==> src/source/hci_queues_pkg.sv <==
// HCI queue pair definitions
package hci_queues_pkg;

  // Register port
  localparam int unsigned CsrAddrWidth = 5;
  localparam int unsigned CsrDataWidth = 32;

  // Descriptor widths
  localparam int unsigned CmdDataWidth  = 64;
  localparam int unsigned RespDataWidth = 32;

  // Queue sizing
  localparam int unsigned CmdFifoDepth  = 8;
  localparam int unsigned RespFifoDepth = 8;
  localparam int unsigned DepthWidth    = 4;
  localparam int unsigned ThldWidth     = 8;

  // Register byte offsets
  localparam logic [CsrAddrWidth-1:0] CmdPortAddr     = 5'h00;
  localparam logic [CsrAddrWidth-1:0] RespPortAddr    = 5'h04;
  localparam logic [CsrAddrWidth-1:0] QueueThldAddr   = 5'h08;
  localparam logic [CsrAddrWidth-1:0] QueueStatusAddr = 5'h0C;
  localparam logic [CsrAddrWidth-1:0] ResetCtrlAddr   = 5'h10;

  typedef struct packed {
    logic                    req;
    logic                    is_wr;
    logic [CsrAddrWidth-1:0] addr;
    logic [CsrDataWidth-1:0] wr_data;
  } cpuif_req_t;

  typedef struct packed {
    logic                    rd_ack;
    logic                    rd_err;
    logic [CsrDataWidth-1:0] rd_data;
    logic                    wr_ack;
    logic                    wr_err;
  } cpuif_rsp_t;

  typedef struct packed {
    logic                  full;
    logic                  empty;
    logic [DepthWidth-1:0] depth;
    logic [ThldWidth-1:0]  ready_thld;
    logic                  ready_thld_trig;
  } queue_status_t;

endpackage
==> src/source/hci_queues_top.sv <==
// HCI command and response queues
`timescale 1ns/1ps

module hci_queues_top
  import hci_queues_pkg::*;
(
  input  logic                     hclk,
  input  logic                     reset_i,

  // Software register port
  input  cpuif_req_t               cpuif_req_i,
  output cpuif_rsp_t               cpuif_rsp_o,

  // Command queue read by the controller
  output queue_status_t            cmd_status_o,
  output logic                     cmd_rvalid_o,
  input  logic                     cmd_rready_i,
  output logic [CmdDataWidth-1:0]  cmd_rdata_o,

  // Response queue written by the controller
  output queue_status_t            resp_status_o,
  input  logic                     resp_wvalid_i,
  output logic                     resp_wready_o,
  input  logic [RespDataWidth-1:0] resp_wdata_i
);

  queue_status_t            cmd_status;
  queue_status_t            resp_status;
  logic                     cmd_push;
  logic [CmdDataWidth-1:0]  cmd_push_data;
  logic [ThldWidth-1:0]     cmd_thld;
  logic                     cmd_flush;
  logic                     resp_pop;
  logic [RespDataWidth-1:0] resp_head;
  logic [ThldWidth-1:0]     resp_thld;
  logic                     resp_flush;

  hci_csr csr (
    .hclk            (hclk),
    .reset_i         (reset_i),
    .cpuif_req_i     (cpuif_req_i),
    .cpuif_rsp_o     (cpuif_rsp_o),
    .cmd_status_i    (cmd_status),
    .cmd_push_o      (cmd_push),
    .cmd_push_data_o (cmd_push_data),
    .cmd_thld_o      (cmd_thld),
    .cmd_flush_o     (cmd_flush),
    .resp_status_i   (resp_status),
    .resp_head_i     (resp_head),
    .resp_pop_o      (resp_pop),
    .resp_thld_o     (resp_thld),
    .resp_flush_o    (resp_flush)
  );

  hci_queue #(
    .Width (CmdDataWidth),
    .Depth (CmdFifoDepth)
  ) cmd_queue (
    .hclk         (hclk),
    .reset_i      (reset_i),
    .flush_i      (cmd_flush),
    .push_i       (cmd_push),
    .push_data_i  (cmd_push_data),
    .pop_i        (cmd_rready_i),
    .head_data_o  (cmd_rdata_o),
    .ready_thld_i (cmd_thld),
    .status_o     (cmd_status)
  );

  hci_queue #(
    .Width (RespDataWidth),
    .Depth (RespFifoDepth)
  ) resp_queue (
    .hclk         (hclk),
    .reset_i      (reset_i),
    .flush_i      (resp_flush),
    .push_i       (resp_wvalid_i),
    .push_data_i  (resp_wdata_i),
    .pop_i        (resp_pop),
    .head_data_o  (resp_head),
    .ready_thld_i (resp_thld),
    .status_o     (resp_status)
  );

  assign cmd_status_o  = cmd_status;
  assign resp_status_o = resp_status;

  // Handshakes come straight from occupancy
  assign cmd_rvalid_o  = ~cmd_status.empty;
  assign resp_wready_o = ~resp_status.full;

endmodule

==> src/source/hci_csr.sv <==
// HCI queue register block
`timescale 1ns/1ps

module hci_csr
  import hci_queues_pkg::*;
(
  input  logic                     hclk,
  input  logic                     reset_i,

  input  cpuif_req_t               cpuif_req_i,
  output cpuif_rsp_t               cpuif_rsp_o,

  // Command queue side
  input  queue_status_t            cmd_status_i,
  output logic                     cmd_push_o,
  output logic [CmdDataWidth-1:0]  cmd_push_data_o,
  output logic [ThldWidth-1:0]     cmd_thld_o,
  output logic                     cmd_flush_o,

  // Response queue side
  input  queue_status_t            resp_status_i,
  input  logic [RespDataWidth-1:0] resp_head_i,
  output logic                     resp_pop_o,
  output logic [ThldWidth-1:0]     resp_thld_o,
  output logic                     resp_flush_o
);

  logic                    wr_req;
  logic                    rd_req;
  logic                    cmd_port_wr;
  logic                    thld_wr;
  logic                    rst_ctrl_wr;

  logic                    cmd_hi_q;
  logic [CmdDataWidth-1:0] cmd_data_q;
  logic [ThldWidth-1:0]    cmd_thld_q;
  logic [ThldWidth-1:0]    resp_thld_q;

  cpuif_rsp_t              rsp_d;
  cpuif_rsp_t              rsp_q;
  logic                    cmd_push_d;
  logic                    cmd_push_q;
  logic                    resp_pop_d;
  logic                    resp_pop_q;
  logic                    cmd_flush_d;
  logic                    cmd_flush_q;
  logic                    resp_flush_d;
  logic                    resp_flush_q;

  assign wr_req = cpuif_req_i.req & cpuif_req_i.is_wr;
  assign rd_req = cpuif_req_i.req & ~cpuif_req_i.is_wr;

  assign cmd_port_wr = wr_req && (cpuif_req_i.addr == CmdPortAddr);
  assign thld_wr     = wr_req && (cpuif_req_i.addr == QueueThldAddr);
  assign rst_ctrl_wr = wr_req && (cpuif_req_i.addr == ResetCtrlAddr);

  assign cmd_flush_d  = rst_ctrl_wr & cpuif_req_i.wr_data[1];
  assign resp_flush_d = rst_ctrl_wr & cpuif_req_i.wr_data[2];

  // Decode one request for the registered ack cycle
  always_comb begin
    rsp_d        = '0;
    cmd_push_d   = 1'b0;
    resp_pop_d   = 1'b0;
    rsp_d.wr_ack = wr_req;
    rsp_d.rd_ack = rd_req;

    if (wr_req) begin
      case (cpuif_req_i.addr)
        CmdPortAddr: begin
          // High word completes the descriptor
          cmd_push_d   = cmd_hi_q & ~cmd_status_i.full;
          rsp_d.wr_err = cmd_hi_q & cmd_status_i.full;
        end
        QueueThldAddr, ResetCtrlAddr: begin
          rsp_d.wr_err = 1'b0;
        end
        default: begin
          rsp_d.wr_err = 1'b1;
        end
      endcase
    end

    if (rd_req) begin
      case (cpuif_req_i.addr)
        RespPortAddr: begin
          if (resp_status_i.empty) begin
            rsp_d.rd_err = 1'b1;
          end else begin
            rsp_d.rd_data = resp_head_i;
            resp_pop_d    = 1'b1;
          end
        end
        QueueThldAddr: begin
          rsp_d.rd_data = {{(CsrDataWidth - 2 * ThldWidth){1'b0}}, resp_thld_q, cmd_thld_q};
        end
        QueueStatusAddr: begin
          rsp_d.rd_data[DepthWidth-1:0]  = cmd_status_i.depth;
          rsp_d.rd_data[8 +: DepthWidth] = resp_status_i.depth;
          rsp_d.rd_data[16]              = cmd_status_i.full;
          rsp_d.rd_data[17]              = cmd_status_i.empty;
          rsp_d.rd_data[18]              = resp_status_i.full;
          rsp_d.rd_data[19]              = resp_status_i.empty;
        end
        ResetCtrlAddr: begin
          rsp_d.rd_data = '0;
        end
        // Command port is write only
        default: begin
          rsp_d.rd_err = 1'b1;
        end
      endcase
    end
  end

  always_ff @(posedge hclk) begin
    if (reset_i) begin
      rsp_q        <= '0;
      cmd_push_q   <= 1'b0;
      resp_pop_q   <= 1'b0;
      cmd_flush_q  <= 1'b0;
      resp_flush_q <= 1'b0;
    end else begin
      rsp_q        <= rsp_d;
      cmd_push_q   <= cmd_push_d;
      resp_pop_q   <= resp_pop_d;
      cmd_flush_q  <= cmd_flush_d;
      resp_flush_q <= resp_flush_d;
    end
  end

  // Low/high word toggle returns to low after a high write or a flush
  always_ff @(posedge hclk) begin
    if (reset_i) begin
      cmd_hi_q <= 1'b0;
    end else if (cmd_flush_d) begin
      cmd_hi_q <= 1'b0;
    end else if (cmd_port_wr) begin
      cmd_hi_q <= ~cmd_hi_q;
    end
  end

  always_ff @(posedge hclk) begin
    if (cmd_port_wr) begin
      if (cmd_hi_q) begin
        cmd_data_q[CmdDataWidth-1:CsrDataWidth] <= cpuif_req_i.wr_data;
      end else begin
        cmd_data_q[CsrDataWidth-1:0] <= cpuif_req_i.wr_data;
      end
    end
  end

  always_ff @(posedge hclk) begin
    if (reset_i) begin
      cmd_thld_q  <= '0;
      resp_thld_q <= '0;
    end else if (thld_wr) begin
      cmd_thld_q  <= cpuif_req_i.wr_data[ThldWidth-1:0];
      resp_thld_q <= cpuif_req_i.wr_data[ThldWidth +: ThldWidth];
    end
  end

  assign cpuif_rsp_o     = rsp_q;
  assign cmd_push_o      = cmd_push_q;
  assign cmd_push_data_o = cmd_data_q;
  assign cmd_thld_o      = cmd_thld_q;
  assign cmd_flush_o     = cmd_flush_q;
  assign resp_pop_o      = resp_pop_q;
  assign resp_thld_o     = resp_thld_q;
  assign resp_flush_o    = resp_flush_q;

endmodule

==> src/source/hci_queue.sv <==
// Descriptor FIFO with threshold
`timescale 1ns/1ps

module hci_queue
  import hci_queues_pkg::*;
#(
  parameter int unsigned Width = 32,
  parameter int unsigned Depth = 8
) (
  input  logic                 hclk,
  input  logic                 reset_i,
  input  logic                 flush_i,
  input  logic                 push_i,
  input  logic [Width-1:0]     push_data_i,
  input  logic                 pop_i,
  output logic [Width-1:0]     head_data_o,
  input  logic [ThldWidth-1:0] ready_thld_i,
  output queue_status_t        status_o
);

  logic [Width-1:0]           mem [Depth];
  logic [$clog2(Depth)-1:0]   wr_ptr;
  logic [$clog2(Depth)-1:0]   rd_ptr;
  logic [DepthWidth-1:0]      count;
  logic                       full;
  logic                       empty;
  logic                       do_push;
  logic                       do_pop;
  logic [ThldWidth-1:0]       eff_thld;

  assign full  = (count == DepthWidth'(Depth));
  assign empty = (count == '0);

  // Overflow and underflow requests are dropped here
  assign do_push = push_i & ~full;
  assign do_pop  = pop_i & ~empty;

  always_ff @(posedge hclk) begin
    if (reset_i) begin
      wr_ptr <= '0;
      rd_ptr <= '0;
      count  <= '0;
    end else if (flush_i) begin
      wr_ptr <= '0;
      rd_ptr <= '0;
      count  <= '0;
    end else begin
      if (do_push) begin
        wr_ptr <= wr_ptr + 1'b1;
      end
      if (do_pop) begin
        rd_ptr <= rd_ptr + 1'b1;
      end
      case ({do_push, do_pop})
        2'b10:   count <= count + 1'b1;
        2'b01:   count <= count - 1'b1;
        default: count <= count;
      endcase
    end
  end

  always_ff @(posedge hclk) begin
    if (do_push) begin
      mem[wr_ptr] <= push_data_i;
    end
  end

  assign head_data_o = mem[rd_ptr];

  // Zero threshold behaves as one
  assign eff_thld = (ready_thld_i == '0) ? ThldWidth'(1) : ready_thld_i;

  always_comb begin
    status_o                 = '0;
    status_o.full            = full;
    status_o.empty           = empty;
    status_o.depth           = count;
    status_o.ready_thld      = ready_thld_i;
    status_o.ready_thld_trig = (ThldWidth'(count) >= eff_thld);
  end

endmodule

==> config.mk <==
export PLATFORM = sky130hd
export DESIGN_NAME = hci_queues_top
export DESIGN_NICKNAME = d
export VERILOG_FILES = /design/src/source/hci_queues_pkg.sv /design/src/source/hci_queues_top.sv /design/src/source/hci_csr.sv /design/src/source/hci_queue.sv
export SDC_FILE = /design/constraint.sdc
export NUM_CORES = 1
export LEC_CHECK = 0
export BUFFER_PORTS_ARGS = -buffer_cell sky130_fd_sc_hd__clkbuf_2
export CAP_MARGIN = 20
export CORE_MARGIN = 2
export CORE_UTILIZATION = 45
export DETAILED_ROUTE_END_ITERATION = 6
export GPL_TIMING_DRIVEN = 0
export SYNTH_ARGS = -nofsm -noshare
export SYNTH_HDL_FRONTEND = slang
export SYNTH_HIERARCHICAL = 1
export SYNTH_SLANG_ARGS = --single-unit
==> constraint.sdc <==
create_clock -name hclk -period 10.1 [get_ports hclk]
set_clock_uncertainty 0.1 [all_clocks]
set_input_delay 1.515 -clock hclk [delete_from_list [all_inputs] [get_ports hclk]]
set_output_delay 1.515 -clock hclk [all_outputs]
set_load 0.1 [all_outputs]
==> flow_summary.toml <==
[run_status]
status = "complete, no violations"

[cells_and_area]
final_nets = 2093
mostFrequentLayoutCells = "edfxtp_1 (832), clkbuf_2 (205), mux4_2 (156), clkbuf_16 (95), dfxtp_1 (83)"
final_common_cell = "edfxtp_1"
area_delta_synth_final_pct = 18.8
fin_cells = 3114
drive_gt1_share_pct = 36.6
n_fill_cell = 6002
num_antenna_cells = 0

[clocking]
postCtsSetupBuffers = 0
cts_resized = 0
postCtsHoldBufs = 0
htree_num_levels = 3
cts_buffer_depth = 3
insertion_delay_ns = 0.65
cts.clk_slew.worst_paths_ns = 0.06
root_buffer = "clkbuf_16"
cts_sinks = 915
cts_buffers = 92
tritoncts = "built"

[global_route]
antenna_found_initial = 3
grt_start_max_net_pins = 25
grt_use_total_pct = 19.8
grt_pass1_vias = 17400
grt_pass1_wl_um = 114000
grt_overflow = 0

[routing]
drc = 0
num_vias = 17000
drtPass1Iterations = 6
routedWlPerCell_um = 25.2
vias_per_cell = 5.45
drt_iter0_markers = 1392
antenna_left = 0
finalWirelength_um = 78300

[worst_setup_path]
critPathKind = "flop to primary output"
critPathArrivalTime_ns = 3.27
worstPathRequired_ns = 8.49
crit_path_start_kind = "flop"
worstRegToRegCells = 9
crit_path_end_kind = "primary output"
rr_startpoint = "cmd_queue/count[0]"
cp_max_fo = 10

[yosys]
ys_seq_elements = 915
synthCells = 1613
yosysTopAreaCell = "edfxtp_1"
synth_area_mm2 = 0.0349
synth_flop_cell = "edfxtp_1"
synth_edf_count = 832
synthArstFlopShare_pct = 0
yosys_warnings = 6
synth_cell_type_count = 53
synth_seq_area_share_pct = 76.3
netlist_top_cells_area = "edfxtp_1 (72%), mux4_2 (10%), dfxtp_1 (4.8%)"
synth_nets = 1708
synth_area_per_cell_um2 = 21.7
synth_top_area_share_pct = 71.5

[place]
place_congestion = 0.836
dpl.cell_count = 2944
hpwl_um = 53500
port-buffer-count = 204

[sta]
period_share_pct = 48.4
max_freq_mhz = 205
period_needed_ns = 4.89
hold_viol = 0
whs_ns = 0.412
timing.slew.headroom_pct = 29.2
worstMarginPinSlew_ns = 1.06
rsz0062_at_grt = "false"
tns_ns = 0
drv_slew = 0
setup_viol = 0

[min_path]
min_path_cells = 3
hold_class = "flop to flop"
worstHoldStart = "csr/resp_flush_o"

[floorplanning]
num_rows = 102
die_area_mm2 = 0.0799
die_y_um = 283
fp.dieW_um = 283
pin_count = 207
coreArea_mm2 = 0.0772
initial_core_util_pct = 45.2

[pwr]
cellPowerDensity_mw_per_mm2 = 185
peakVddDrop_v = 0.000162
finalPower_mw = 7.69
power.leakage_nw = 13.6

[job]
maxCapViolations = 0
[critical path: stages (launching register included)]
cell and delay, ns:
dfxtp_1 0.30, buf_1 0.63, clkbuf_1 0.86, mux2_2 0.44
clkbuf_2 0.39
[cells by family (layout without fill, tap and decap cells)]
family                     count (synthesis)  after routing  share of synthesized area [%]
AOI/OAI and AO/OA                         51             51                          0.956
xor gates and xnor gates                  12             12                          0.301
adders and majority gates                 20             20                          0.759
buffers and inverters                    120            581                           2.06
DFF                                      915            915                           76.3
muxes                                    306            306                           16.6
and+or+nand+nor                          189            189                           3.02
[state kept, by name, summed over array words and instances, names as in the netlist, 3 cells and up, named ones only]
register	cells
cmd_queue/count	4
cmd_queue/mem	512
cmd_queue/rd_ptr	3
cmd_queue/wr_ptr	3
csr/cmd_push_data_o	64
csr/cmd_thld_o	8
csr/cpuif_rsp_o	36
csr/resp_thld_o	8
resp_queue/count	4
resp_queue/mem	256
resp_queue/rd_ptr	3
resp_queue/wr_ptr	3
[per-layer routing]
metal | wire length (um) | part of all wire [%] | GRT usage, % | vias to the layer above
met1 | 32400 | 41 | 26.1 | 8916
met5 | 43 | 0.055 | 0 | -
li1 | - | - | - | 7374
met3 | 5100 | 6.5 | 4.55 | 121
met2 | 39100 | 50 | 33.2 | 556
met4 | 1730 | 2.2 | 5.64 | 6
[Yosys cell counts, drive strengths merged, types with 2 or more instances]
cell    instances
buf            69
nor3           11
or2             3
a21boi          2
xnor2           2
nor2           45
nand4          11
mux4          192
dfxtp          83
and3            2
nand3          22
a21oi          23
a31oi           3
mux2i          18
ha             18
nand2          16
a41o            2
and4b           2
fa              2
nor4            8
mux2           96
nand2b         37
o21ai           7
and2           13
o41a            2
or4             2
edfxtp        832
o31ai           3
a222oi          7
inv            22
nor2b          10
xor2           10
a211oi          2
or4b            2
clkbuf         29
[where the power goes]
group          switching (mW)  internal (mW)  leakage [nW]
sequential             0.0112           4.12          8.17
combinational           0.113         0.0571          3.96
clock                    1.43           1.96          1.49
[worst paths after layout]
path,to,slack (ns)
max reg2reg,cmd_queue/mem[4][17],6.78
min reg2reg,resp_queue/count[3],0.41
min,resp_queue/count[3],0.41
max,cmd_rdata_o[57],5.21
[metrics by stage]
step	setup WS [ns]	area, um^2	utilization, %
finish	5.21	41500	53.8
global route	5.14	41500	53.8
CTS	5.16	41500	53.8
detailed placement	5.87	38400	49.8
global placement	-5.04	37300	48.3
floorplan	1.70	34900	-
[cell type report]
type	count	area, um^2	share of cell area [%]
plain buffers	98	636	1.53
clock inverters	55	568	1.37
multi-input cells	578	7670	18.5
flip-flops and latches	915	26600	64.2
clock buffers	115	2500	6.03
inverters	22	82.6	0.199
repair buffers	291	2100	5.06
well taps	1040	1300	3.13
No activity file was read; power rests on OpenSTA's default activity.
